===== src/audio_pkg.sv =====
/*
 Shared widths, register map, reset values and bus structs of the audio playback controller.
 Every design file refers to these by scoped name.
*/

package audio_pkg;

	localparam int DATA_WIDTH = 32;
	localparam int ADDR_WIDTH = 32;
	localparam int REG_ADDR_WIDTH = 4;
	localparam int SAMPLE_WIDTH = 16;

	// Byte step between consecutive stereo frames in memory
	localparam int WORD_BYTES = 4;

	localparam int CLOCK_HZ = 100_000_000;
	localparam int DEFAULT_SAMPLE_RATE = CLOCK_HZ / (256 * 22050);

	// Register map
	localparam logic [REG_ADDR_WIDTH-1:0] REG_SAMPLE_RATE = 4'd0;
	localparam logic [REG_ADDR_WIDTH-1:0] REG_BUSY = 4'd1;
	// Channel k address at base + 2k, count at base + 2k + 1
	localparam int REG_CHANNEL_BASE = 1;

	// Left sample sits in the upper half of a DMA word
	typedef struct packed {
		logic signed [SAMPLE_WIDTH-1:0] left;
		logic signed [SAMPLE_WIDTH-1:0] right;
	} stereo_frame_t;

	typedef struct packed {
		logic start;
		logic [ADDR_WIDTH-1:0] address;
		logic [DATA_WIDTH-1:0] count;
	} channel_setup_t;

	typedef struct packed {
		logic request;
		logic [ADDR_WIDTH-1:0] address;
	} dma_request_t;

endpackage


===== src/audio_register_file.sv =====
/*
 CPU register bus of the audio controller. Holds the sample-rate divisor and the
 per-channel setup registers, pulses a channel's start on a count write, reads back busy bits.
*/

`timescale 1ns/1ps

module audio_register_file #(
	parameter int NUM_CHANNELS = 4
)(
	input logic i_clock,
	input logic i_reset,

	input logic i_request,
	input logic i_rw,
	input logic [audio_pkg::REG_ADDR_WIDTH-1:0] i_address,
	input logic [audio_pkg::DATA_WIDTH-1:0] i_wdata,
	input logic [NUM_CHANNELS-1:0] i_busy,
	output logic [audio_pkg::DATA_WIDTH-1:0] o_rdata,
	output logic o_ready,

	output logic [audio_pkg::DATA_WIDTH-1:0] o_sample_rate,
	output audio_pkg::channel_setup_t o_setup [NUM_CHANNELS]
);

	logic access;
	logic write;
	logic [NUM_CHANNELS-1:0] address_hit;
	logic [NUM_CHANNELS-1:0] count_hit;
	logic [NUM_CHANNELS-1:0] start;
	logic [audio_pkg::ADDR_WIDTH-1:0] setup_address [NUM_CHANNELS];
	logic [audio_pkg::DATA_WIDTH-1:0] setup_count [NUM_CHANNELS];

	// One access per request, until o_ready has risen
	assign access = i_request && !o_ready;
	assign write = access && i_rw;

	always_comb begin
		for (int k = 0; k < NUM_CHANNELS; k++) begin
			address_hit[k] = write && (i_address ==
				audio_pkg::REG_ADDR_WIDTH'(audio_pkg::REG_CHANNEL_BASE + 2 * k));
			count_hit[k] = write && (i_address ==
				audio_pkg::REG_ADDR_WIDTH'(audio_pkg::REG_CHANNEL_BASE + 2 * k + 1));
		end
	end

	always_ff @(posedge i_clock) begin
		if (i_reset) begin
			o_ready <= 1'b0;
			o_sample_rate <= audio_pkg::DATA_WIDTH'(audio_pkg::DEFAULT_SAMPLE_RATE);
			start <= '0;
		end else begin
			start <= count_hit;
			if (access)
				o_ready <= 1'b1;
			else if (!i_request)
				o_ready <= 1'b0;
			if (write && i_address == audio_pkg::REG_SAMPLE_RATE)
				o_sample_rate <= i_wdata;
		end
	end

	always_ff @(posedge i_clock) begin
		if (access && !i_rw) begin
			case (i_address)
				audio_pkg::REG_SAMPLE_RATE: o_rdata <= o_sample_rate;
				audio_pkg::REG_BUSY: o_rdata <= audio_pkg::DATA_WIDTH'(i_busy);
				default: o_rdata <= '0;
			endcase
		end
		for (int k = 0; k < NUM_CHANNELS; k++) begin
			if (address_hit[k])
				setup_address[k] <= audio_pkg::ADDR_WIDTH'(i_wdata);
			if (count_hit[k])
				setup_count[k] <= i_wdata;
		end
	end

	for (genvar k = 0; k < NUM_CHANNELS; k++) begin : g_setup
		assign o_setup[k] = '{start: start[k], address: setup_address[k], count: setup_count[k]};
	end

	// A channel never sees its start together with another's
	start_exclusive: assert property (@(posedge i_clock) disable iff (i_reset)
		$onehot0(start));

endmodule


===== src/audio_dma_scheduler.sv =====
/*
 Round-robin owner of the shared DMA master port. Serves one word at a time and
 routes the ready strobe back only to the channel under the pointer.
*/

`timescale 1ns/1ps

module audio_dma_scheduler #(
	parameter int NUM_CHANNELS = 4
)(
	input logic i_clock,
	input logic i_reset,

	input audio_pkg::dma_request_t i_channel_dma [NUM_CHANNELS],
	output logic [NUM_CHANNELS-1:0] o_grant,

	output logic o_dma_request,
	output logic [audio_pkg::ADDR_WIDTH-1:0] o_dma_address,
	input logic i_dma_ready
);

	localparam int INDEX_WIDTH = (NUM_CHANNELS > 1) ? $clog2(NUM_CHANNELS) : 1;

	logic [INDEX_WIDTH-1:0] pointer;
	logic [INDEX_WIDTH-1:0] pointer_next;
	logic served;

	// o_dma_request doubles as the waiting state
	assign served = o_dma_request && i_dma_ready;
	assign pointer_next = (pointer == INDEX_WIDTH'(NUM_CHANNELS - 1)) ? '0 : pointer + 1'b1;

	// The pointer rests on the granted channel until its word is served
	always_comb begin
		o_grant = '0;
		if (served)
			o_grant[pointer] = 1'b1;
	end

	always_ff @(posedge i_clock) begin
		if (i_reset) begin
			o_dma_request <= 1'b0;
			pointer <= '0;
		end else if (o_dma_request) begin
			if (i_dma_ready) begin
				o_dma_request <= 1'b0;
				pointer <= pointer_next;
			end
		end else if (i_channel_dma[pointer].request) begin
			o_dma_request <= 1'b1;
		end else begin
			pointer <= pointer_next;
		end
	end

	always_ff @(posedge i_clock) begin
		if (!o_dma_request && i_channel_dma[pointer].request)
			o_dma_address <= i_channel_dma[pointer].address;
	end

	grant_onehot: assert property (@(posedge i_clock) disable iff (i_reset)
		$onehot0(o_grant));

	// Request and address hold until the memory answers
	address_hold: assert property (@(posedge i_clock) disable iff (i_reset)
		o_dma_request && !i_dma_ready |=> o_dma_request && $stable(o_dma_address));

endmodule


===== src/audio_channel.sv =====
/*
 One playback channel. Fetches its frames through the DMA scheduler into a small FIFO
 and presents the oldest frame on each sample strobe.
*/

`timescale 1ns/1ps

module audio_channel #(
	parameter int BUFFER_SIZE = 4
)(
	input logic i_clock,
	input logic i_reset,

	input audio_pkg::channel_setup_t i_setup,

	output audio_pkg::dma_request_t o_dma,
	input logic i_grant,
	input logic [audio_pkg::DATA_WIDTH-1:0] i_dma_rdata,

	input logic i_sample_strobe,
	output logic o_busy,
	output audio_pkg::stereo_frame_t o_frame
);

	localparam int PTR_WIDTH = (BUFFER_SIZE > 1) ? $clog2(BUFFER_SIZE) : 1;
	localparam int LEVEL_WIDTH = $clog2(BUFFER_SIZE + 1);

	logic [audio_pkg::ADDR_WIDTH-1:0] address;
	logic [audio_pkg::DATA_WIDTH-1:0] count;
	audio_pkg::stereo_frame_t buffer [BUFFER_SIZE];
	logic [PTR_WIDTH-1:0] write_ptr;
	logic [PTR_WIDTH-1:0] read_ptr;
	logic [LEVEL_WIDTH-1:0] level;
	logic has_space;
	logic push;
	logic pop;

	function automatic logic [PTR_WIDTH-1:0] advance(input logic [PTR_WIDTH-1:0] ptr);
		return (ptr == PTR_WIDTH'(BUFFER_SIZE - 1)) ? '0 : ptr + 1'b1;
	endfunction

	assign has_space = level < LEVEL_WIDTH'(BUFFER_SIZE);
	assign push = i_grant;
	assign pop = i_sample_strobe && (level != '0);

	assign o_busy = (count != '0);
	assign o_dma = '{request: o_busy && has_space, address: address};

	always_ff @(posedge i_clock) begin
		if (i_reset) begin
			count <= '0;
			write_ptr <= '0;
			read_ptr <= '0;
			level <= '0;
			o_frame <= '0;
		end else begin
			// A new setup replaces the count but keeps buffered frames
			if (i_setup.start)
				count <= i_setup.count;
			else if (push && o_busy)
				count <= count - 1'b1;
			if (push)
				write_ptr <= advance(write_ptr);
			if (pop)
				read_ptr <= advance(read_ptr);
			if (push && !pop)
				level <= level + 1'b1;
			else if (pop && !push)
				level <= level - 1'b1;
			// Silence when the FIFO has run dry
			if (i_sample_strobe)
				o_frame <= pop ? buffer[read_ptr] : '0;
		end
	end

	always_ff @(posedge i_clock) begin
		if (i_setup.start)
			address <= i_setup.address;
		else if (push)
			address <= address + audio_pkg::ADDR_WIDTH'(audio_pkg::WORD_BYTES);
		if (push)
			buffer[write_ptr] <= audio_pkg::stereo_frame_t'(i_dma_rdata);
	end

	// The scheduler only serves a channel that still wants a word and has room
	grant_wanted: assert property (@(posedge i_clock) disable iff (i_reset)
		i_grant |-> o_busy && has_space);

endmodule


===== src/audio_mixer.sv =====
/*
 Sums the current frames of all channels into one registered stereo sample.
 Sums wrap at the sample width.
*/

`timescale 1ns/1ps

module audio_mixer #(
	parameter int NUM_CHANNELS = 4
)(
	input logic i_clock,
	input logic i_reset,

	input audio_pkg::stereo_frame_t i_frames [NUM_CHANNELS],
	output logic signed [audio_pkg::SAMPLE_WIDTH-1:0] o_sample_left,
	output logic signed [audio_pkg::SAMPLE_WIDTH-1:0] o_sample_right
);

	logic signed [audio_pkg::SAMPLE_WIDTH-1:0] sum_left;
	logic signed [audio_pkg::SAMPLE_WIDTH-1:0] sum_right;

	always_comb begin
		sum_left = '0;
		sum_right = '0;
		for (int k = 0; k < NUM_CHANNELS; k++) begin
			sum_left = sum_left + i_frames[k].left;
			sum_right = sum_right + i_frames[k].right;
		end
	end

	always_ff @(posedge i_clock) begin
		if (i_reset) begin
			o_sample_left <= '0;
			o_sample_right <= '0;
		end else begin
			o_sample_left <= sum_left;
			o_sample_right <= sum_right;
		end
	end

endmodule


===== src/audio_controller.sv =====
/*
 Top level of the multi-channel audio playback controller.
 Connects the register file, DMA scheduler, channels and mixer.
*/

`timescale 1ns/1ps

module audio_controller #(
	parameter int NUM_CHANNELS = 4,
	parameter int BUFFER_SIZE = 4
)(
	input logic i_clock,
	input logic i_reset,

	input logic i_request,
	input logic i_rw,
	input logic [audio_pkg::REG_ADDR_WIDTH-1:0] i_address,
	input logic [audio_pkg::DATA_WIDTH-1:0] i_wdata,
	output logic [audio_pkg::DATA_WIDTH-1:0] o_rdata,
	output logic o_ready,

	output logic o_dma_request,
	output logic [audio_pkg::ADDR_WIDTH-1:0] o_dma_address,
	input logic i_dma_ready,
	input logic [audio_pkg::DATA_WIDTH-1:0] i_dma_rdata,

	input logic i_output_sample_clock,
	output logic [audio_pkg::DATA_WIDTH-1:0] o_output_sample_rate,
	output logic [audio_pkg::SAMPLE_WIDTH-1:0] o_output_sample_left,
	output logic [audio_pkg::SAMPLE_WIDTH-1:0] o_output_sample_right
);

	audio_pkg::channel_setup_t setup [NUM_CHANNELS];
	audio_pkg::dma_request_t channel_dma [NUM_CHANNELS];
	audio_pkg::stereo_frame_t frames [NUM_CHANNELS];
	logic [NUM_CHANNELS-1:0] grant;
	logic [NUM_CHANNELS-1:0] busy;

	audio_register_file #(
		.NUM_CHANNELS(NUM_CHANNELS)
	) u_register_file (
		.i_clock(i_clock),
		.i_reset(i_reset),
		.i_request(i_request),
		.i_rw(i_rw),
		.i_address(i_address),
		.i_wdata(i_wdata),
		.i_busy(busy),
		.o_rdata(o_rdata),
		.o_ready(o_ready),
		.o_sample_rate(o_output_sample_rate),
		.o_setup(setup)
	);

	audio_dma_scheduler #(
		.NUM_CHANNELS(NUM_CHANNELS)
	) u_dma_scheduler (
		.i_clock(i_clock),
		.i_reset(i_reset),
		.i_channel_dma(channel_dma),
		.o_grant(grant),
		.o_dma_request(o_dma_request),
		.o_dma_address(o_dma_address),
		.i_dma_ready(i_dma_ready)
	);

	for (genvar k = 0; k < NUM_CHANNELS; k++) begin : g_channel
		audio_channel #(
			.BUFFER_SIZE(BUFFER_SIZE)
		) u_channel (
			.i_clock(i_clock),
			.i_reset(i_reset),
			.i_setup(setup[k]),
			.o_dma(channel_dma[k]),
			.i_grant(grant[k]),
			.i_dma_rdata(i_dma_rdata),
			.i_sample_strobe(i_output_sample_clock),
			.o_busy(busy[k]),
			.o_frame(frames[k])
		);
	end

	audio_mixer #(
		.NUM_CHANNELS(NUM_CHANNELS)
	) u_mixer (
		.i_clock(i_clock),
		.i_reset(i_reset),
		.i_frames(frames),
		.o_sample_left(o_output_sample_left),
		.o_sample_right(o_output_sample_right)
	);

endmodule


===== config.mk =====
export PLATFORM = sky130hd
export DESIGN_NAME = audio_controller
export DESIGN_NICKNAME = d
export VERILOG_FILES = /design/src/audio_pkg.sv /design/src/audio_register_file.sv /design/src/audio_dma_scheduler.sv /design/src/audio_channel.sv /design/src/audio_mixer.sv /design/src/audio_controller.sv
export SDC_FILE = /design/constraint.sdc
export NUM_CORES = 2
export LEC_CHECK = 0
export BUFFER_PORTS_ARGS = -buffer_cell sky130_fd_sc_hd__buf_4
export CAP_MARGIN = 20
export CORE_ASPECT_RATIO = 0.8
export CORE_MARGIN = 10
export CORE_UTILIZATION = 40
export DETAILED_ROUTE_END_ITERATION = 8
export PLACE_DENSITY_LB_ADDON = 0.25
export RECOVER_POWER = 25
export SLEW_MARGIN = 20
export SYNTH_ARGS = -nofsm -noshare
export SYNTH_HDL_FRONTEND = slang
export SYNTH_HIERARCHICAL = 1
export SYNTH_SLANG_ARGS = --single-unit

===== constraint.sdc =====
create_clock -name i_clock -period 3.7 [get_ports i_clock]
set_clock_uncertainty 0.2 [all_clocks]
set_input_delay 0 -clock i_clock [delete_from_list [all_inputs] [get_ports i_clock]]
set_output_delay 0 -clock i_clock [all_outputs]
set_load 0.02 [all_outputs]

== Yosys cells after proc, flatten, opt, wreduce, memory -nomap -nowiden ==
Memories as Yosys holds them, arrays and structs flattened. A register that Yosys moved wholly into a read port is not among the register bits.
Index checks and enable logic that the tools add are counted.

* Register bits: 548
* Memory bits (writable): 768
* Bits of input ports: 74
* Output and inout port bits: 130
* Word-level logic and storage cells: 278
* Memories kept: 6

{| class="wikitable"
|+ Memory list
! memory !! depth !! bits a word !! read ports !! clocked after Yosys merged registers in !! write ports !! RTL line !! RTL
|-
| g_channel[0].u_channel.buffer || 4 || 32 || 1 || 1 || 1 || audio_channel.sv:30 || <nowiki>audio_pkg::stereo_frame_t buffer [BUFFER_SIZE];</nowiki>
|-
| g_channel[1].u_channel.buffer || 4 || 32 || 1 || 1 || 1 || audio_channel.sv:30 ||
|-
| g_channel[2].u_channel.buffer || 4 || 32 || 1 || 1 || 1 || audio_channel.sv:30 ||
|-
| g_channel[3].u_channel.buffer || 4 || 32 || 1 || 1 || 1 || audio_channel.sv:30 ||
|-
| u_register_file.setup_address || 4 || 32 || 4 || 0 || 1 || audio_register_file.sv:31 || <nowiki>logic [audio_pkg::ADDR_WIDTH-1:0] setup_address [NUM_CHANNELS];</nowiki>
|-
| u_register_file.setup_count || 4 || 32 || 4 || 0 || 1 || audio_register_file.sv:32 || <nowiki>logic [audio_pkg::DATA_WIDTH-1:0] setup_count [NUM_CHANNELS];</nowiki>
|}

* Add/subtract/negate cells: 31
* Magnitude comparators: 7
* Equal/unequal tests: 20
* Mux-type cells: 102
* Bitwise operators: 1
* Reductions and logical operators: 74

{| class="wikitable"
|+ Operator list
! operator !! count
|-
| $mux W32 || 26
|-
| $reduce_or A32 Y1 || 6
|-
| $add A32 B3 Y32 const B || 4
|-
| $reduce_bool A32 Y1 || 4
|-
| $sub A32 B1 Y32 const B || 4
|-
| $add A16 B16 Y16 || 6
|-
| $bmux W33 S2 || 1
|-
| $mux W33 || 2
|-
| $pmux W32 S2 || 1
|-
| $mux W2 || 26
|-
| $mux W1 || 36
|-
| $logic_and A1 B1 Y1 || 35
|-
| $mux W3 || 8
|-
| $reduce_bool A2 Y1 || 12
|-
| $add A2 B1 Y2 const B || 9
|-
| $eq A2 B2 Y1 const B || 9
|-
| $eq A4 B3 Y1 const B || 4
|-
| $add A3 B1 Y3 const B || 4
|-
| $lt A3 B3 Y1 const B || 4
|-
| $reduce_bool A3 Y1 || 4
|-
| $sub A3 B1 Y3 const B || 4
|-
| $logic_not A1 Y1 || 11
|-
| $eq A4 B2 Y1 const B || 2
|-
| $eq A4 B1 Y1 const B || 1
|-
| other kinds (11) || 12
|}

== Longest topological paths before layout ==
* Depth after elaboration: 10
* Gate-level depth with buffers: 13
* Depth with buffers taken out: 11

== Hierarchy ==
The synthesis kept the hierarchy.

{| class="wikitable"
|+ By module, submodules not included
! module !! times used !! cells an instance !! area an instance (um^2) !! sequential area each (um^2)
|-
| audio_channel (g_channel[1].u_channel ...) || 3 || 768 || 9990.8 || 6266.0
|-
| audio_register_file || 1 || 505 || 10671.5 || 9389.0
|-
| audio_channel (g_channel[0].u_channel) || 1 || 763 || 10015.9 || 6266.0
|-
| audio_mixer || 1 || 496 || 4161.5 || 640.6
|-
| audio_dma_scheduler || 1 || 104 || 2068.2 || 1021.0
|}

== Least setup slack after synthesis ==
No wires, ideal clock.

* Path kind: flip-flop to flip-flop
* From: reg u_register_file.o_ready
* To: mem u_register_file/setup_count[1][0] in the netlist's numbering (enable)
* Library setup time: 461 ps
* Data arrival time: 3193 ps
* Data required time: 3039 ps
* Setup slack: -154 ps
* Stages on the path, launching flop included: 5
* Path buffers: 1
* Clock period less this slack: 3854 ps
* Cells stage by stage: dfxtp_1 and3b_1 clkbuf_1 nand3b_1 nor3_1

* Longest elaborated chain between the ends: 10
* Elaborated cells on any way between the ends: 24
* Those cells by class: mux (14); reduce/logical (10)

{| class="wikitable"
|+ RTL lines
! item !! RTL line !! RTL
|-
| start, declared || audio_register_file.sv:20 || <nowiki>output logic o_ready,</nowiki>
|-
| start signal, assigned || audio_register_file.sv:49 || <nowiki>o_ready <= 1'b0;</nowiki>
|-
| start signal, assigned || audio_register_file.sv:55 || <nowiki>o_ready <= 1'b1;</nowiki>
|-
| start signal, assigned || audio_register_file.sv:57 || <nowiki>o_ready <= 1'b0;</nowiki>
|-
| $logic_not A1 Y1 (*) || audio_register_file.sv:35 || <nowiki>assign access = i_request && !o_ready;</nowiki>
|-
| $logic_and A1 B1 Y1 (*) || audio_register_file.sv:35 ||
|-
| $logic_and A1 B1 Y1 (*) || audio_register_file.sv:36 || <nowiki>assign write = access && i_rw;</nowiki>
|-
| $logic_and A1 B1 Y1 (*) || audio_register_file.sv:42 || <nowiki>count_hit[k] = write && (i_address ==</nowiki>
|-
| net u_register_file.count_hit[1] || audio_register_file.sv:29 || <nowiki>logic [NUM_CHANNELS-1:0] count_hit;</nowiki>
|-
| $mux W1 (*) || audio_register_file.sv:74 || <nowiki>if (count_hit[k])</nowiki>
|-
| $mux W1 (not written as such) (*) || audio_register_file.sv:75 || <nowiki>setup_count[k] <= i_wdata;</nowiki>
|-
| $reduce_or A32 Y1 (no line) || -- ||
|-
| $mux W2 (no line) or $mux W1 (tied branches) (3 in series) || -- ||
|-
| end, declared || audio_register_file.sv:32 ||
|}

Mark *: on every way through the listed nets, which the timed path passes. The rest lies on a longest branch.

== Final worst setup path ==
* From: reg g_channel[3].u_channel/o_frame[1] in the netlist's numbering
* To: reg u_mixer/o_sample_right[13] in the netlist's numbering

* Longest elaborated chain between the ends: 1

{| class="wikitable"
|+ RTL lines
! item !! RTL line !! RTL
|-
| start, declared || audio_channel.sv:22 || <nowiki>output audio_pkg::stereo_frame_t o_frame</nowiki>
|-
| start signal, assigned || audio_channel.sv:72 || <nowiki>o_frame <= pop ? buffer[read_ptr] : '0;</nowiki>
|-
| $add A16 B16 Y16 || audio_mixer.sv:27 || <nowiki>sum_right = sum_right + i_frames[k].right;</nowiki>
|-
| end signal, assigned || audio_mixer.sv:37 || <nowiki>o_sample_right <= sum_right;</nowiki>
|-
| end, declared || audio_mixer.sv:16 || <nowiki>output logic signed [audio_pkg::SAMPLE_WIDTH-1:0] o_sample_right</nowiki>
|}

No other way between the ends.
A chain may end at the register's enable or synchronous reset.

==> impl_metrics.csv <==
group,metric,value,unit
placement,gp_congestion,0.8197,
floorplan,core_area,141000,um2
critical_path,worstRegToRegCells,11,
floorplan,die_area,157800,um2
logic_synthesis,synth_cell_types,105,
sta,worst_pin_slew,1307,ps
sta,setup_viol,0,
critical_path,crit_family,"adder cells",
placement,port_buffers,203,
cts,cts_buffers,138,
critical_path,worstPathArrival,4000,ps
logic_synthesis,synth.top_cell.area_share,50.67,%
critical_path,cpMostUsedCell,"fa_1",
sta,worst_slack,147.1,ps
sta,slew_headroom,12.88,%
cts,clock_sinks,1324,
hold_path,worstHoldPathCells,3,
logic_synthesis,synth.ff_latch_count,1324,
critical_path,cp_max_fo,3,
logic_synthesis,syn-mean-instance-area,13.64,um2
sta,slew_viol_final,0,
global_routing,antenna_found_initial,32,
route,drt-pass1-iter-count,5,
logic_synthesis,synth_common_cells,"edfxtp_1, dfxtp_1, nor2_1",
route,drt-total-wl,158700,um
logic_synthesis,synth_area,56890,um2
floorplan,die_width,441.6,um
sta,rsz0062_at_grt,"false",
critical_path,path_depth,11,
sta,period_minus_slack,3553,ps
layout,final_util,47.48,%
logic_synthesis,synthFlopType,"edfxtp_1",
logic_synthesis,synth_most_common_cell,"edfxtp_1",
critical_path,worst_setup_path_end_kind,"register",
global_routing,track_usage,19.58,%
cts,insertion_delay,780,ps
sta,fin_crit_sh,96.02,%
cts,cts_tree,"done",
critical_path,setup.worst_path.start_class,"register",
floorplan,io_pins,204,
status,outcome,"finished clean",
logic_synthesis,synth_edf_count,960,
cts,path_clk_slew,60,ps
logic_synthesis,async_flop_share,0,%
critical_path,critical_path_buf_inv_count,2,
cts,h-tree-depth,4,
logic_synthesis,ys_seq_area_share,63.48,%
power,ir_drop,0.0003532,V
global_routing,grt_start_max_net_pins,128,
critical_path,path_class,"register to register",
route,post_drt_wl_per_cell,24.19,um
global_routing,grt_pass1_wl,233900,um
logic_synthesis,ys_top_cells_by_area,"edfxtp_1, dfxtp_1, mux4_2, fa_1, nor2_1",
route,antenna_left,0,
route,viasPerCell,5.490,
floorplan,start_util,40.36,%
logic_synthesis,synthesis.nets,4376,
hold_path,hold_path.class,"primary input to register",
sta,final.setup.tns,0,ps
cts,clock_path_buffers,3,
floorplan,die_height,357.3,um
power,p_per_area,611.6,nW/um2
placement,place_ws,99.98,ps
logic_synthesis,synth_top_area_cell,"edfxtp_1",
global_routing,grt.overflow.total,0,
critical_path,critPathSlowestCell,"fa_1",
cts,cts_root_buffer,"clkbuf_16",
sta,hold_slack,114.5,ps
placement,dp_hpwl,96660,um
critical_path,required,4140,ps
layout,nNetsFinal,4765,
job,drv_cap,0,
floorplan,rows,123,
route,vias,36010,
logic_synthesis,synthCells,4172,
power,power,40.94,mW
layout,areaGrowthSynthToFinish,17.67,%
sta,finalHoldViolations,0,
critical_path,cpPeakStageDelay,530,ps
critical_path,path_cells,"inv_1 -> fa_1 -> inv_1 -> fa_1 -> ha_1 -> fa_1 -> a211oi_2 -> o21ai_1 -> o211a_1 -> o21ai_1 -> mux2_2",
logic_synthesis,yosys_warnings,6,
route,drt_iter0_markers,3812,
global_routing,grt_pass1_vias,34400,
route,drc,0,
power,p_leak,22.48,nW
layout,drive_above_1_share,16.91,%
sta,fmax,281.5,MHz
==> report_power, final <==
group	total (mW)	leakage (nW)	switching (mW)	internal, mW
clock network	14.3	2.27	6.04	8.26
logic	8.82	8.57	5.47	3.35
registers	17.8	11.6	0.720	17.1
total	40.9	22.5	12.2	28.7
==> flip-flops by register name, summed over array words and instances (netlist names), 2 cells and up, named ones only <==
| name | count |
|---|---|
| u_register_file/setup_count | 128 |
| g_channel.u_channel/level | 12 |
| g_channel.u_channel/address | 128 |
| g_channel.u_channel/read_ptr | 8 |
| u_mixer/o_sample_left | 16 |
| g_channel.u_channel/count | 128 |
| g_channel.u_channel/o_frame | 128 |
| g_channel.u_channel/write_ptr | 8 |
| g_channel.u_channel/buffer | 512 |
| u_register_file/o_sample_rate | 32 |
| u_register_file/o_rdata | 32 |
| u_mixer/o_sample_right | 16 |
| u_dma_scheduler/pointer | 2 |
| u_dma_scheduler/o_dma_address | 32 |
| u_register_file/start | 4 |
| u_register_file/setup_address | 128 |
==> worst paths after layout <==
kind	to	from	slack, ps
setup / recovery	u_mixer/o_sample_right[13]	g_channel[3].u_channel/o_frame[1]	150
setup reg to reg	u_mixer/o_sample_right[13]	g_channel[3].u_channel/o_frame[1]	150
hold / removal	u_register_file/o_rdata[16]	i_request	110
hold reg to reg	register	g_channel[1].u_channel/read_ptr[1]	270
==> cell families (layout without fill, tap and decap cells) <==
kind of cell | after synthesis | count (layout) | synth area share (%)
adders and majority gates | 130 | 130 | 3.704
and+or+nand+nor | 1247 | 1247 | 11.93
muxes | 191 | 191 | 6.957
xor gates and xnor gates | 180 | 180 | 2.771
DFF | 1324 | 1324 | 63.48
buffers and inverters | 454 | 959 | 3.405
other | 0 | 8 | 0
AOI/OAI and AO/OA | 646 | 646 | 7.748
==> cell type report <==
type                    instances  area, um2
clock buffers                 185       3774
well taps                    1875       2346
fillers                     12370      74030
flip-flops and latches       1324      36130
multi-input cells            2394      18930
diodes                          8      20.02
clock inverters                71      920.9
inverters                     227      852.1
repair buffers                476       3968
==> routing by layer <==
layer	track usage (%)	wire length, um	up-vias
met5	0	41	-
met4	5.066	2935	6
met3	3.267	13290	193
met2	28.66	69130	1255
met1	29.95	73320	18240
li1	-	-	16330
==> through the flow <==
step / area (um2) / instances
after global placement: 60690 / 6126
after detailed placement: 60690 / 6126
after CTS: 67090 / 6552
final: 66940 / 6560
after floorplan: 56900 / 4172
after global routing: 66920 / 6553
==> repair_timing <==
action                      CTS  global route
hold buffers                170             0
setup buffers                 0             0
setup endpoints to repair     0             3
hold endpoints to repair   1396             0
resized for setup             0             1
==> tightest hold or removal path, delay by kind of cell <==
| kind | cells | cell delay (ps) |
|---|---|---|
| AND/OR/NAND/NOR | 1 | 210 |
| buffers and inverters | 2 | 680 |
==> cell usage in the layout, fill, tap and decap left out, drive strengths merged, types with 38 or more instances in the layout <==
cell type    synthesis  final
edfxtp             960    960
dfxtp              364    364
nor2               318    318
clkbuf             164    259
buf                 63    232
inv                226    230
nand2              206    206
o21ai              189    189
a21oi              181    181
dlygate4sd3          0    170
mux4               160    160
nor2b              154    154
xor2               120    120
and2                73     73
a211oi              72     72
nor3                68     68
ha                  66     66
fa                  64     64
nand4               62     62
xnor2               60     60
nand3               53     53
or4                 53     53
a311oi              52     52
clkinv               1     51
or3                 41     41
nor4                39     39
and3                38     38
No activity file was read; power rests on OpenSTA's default activity.
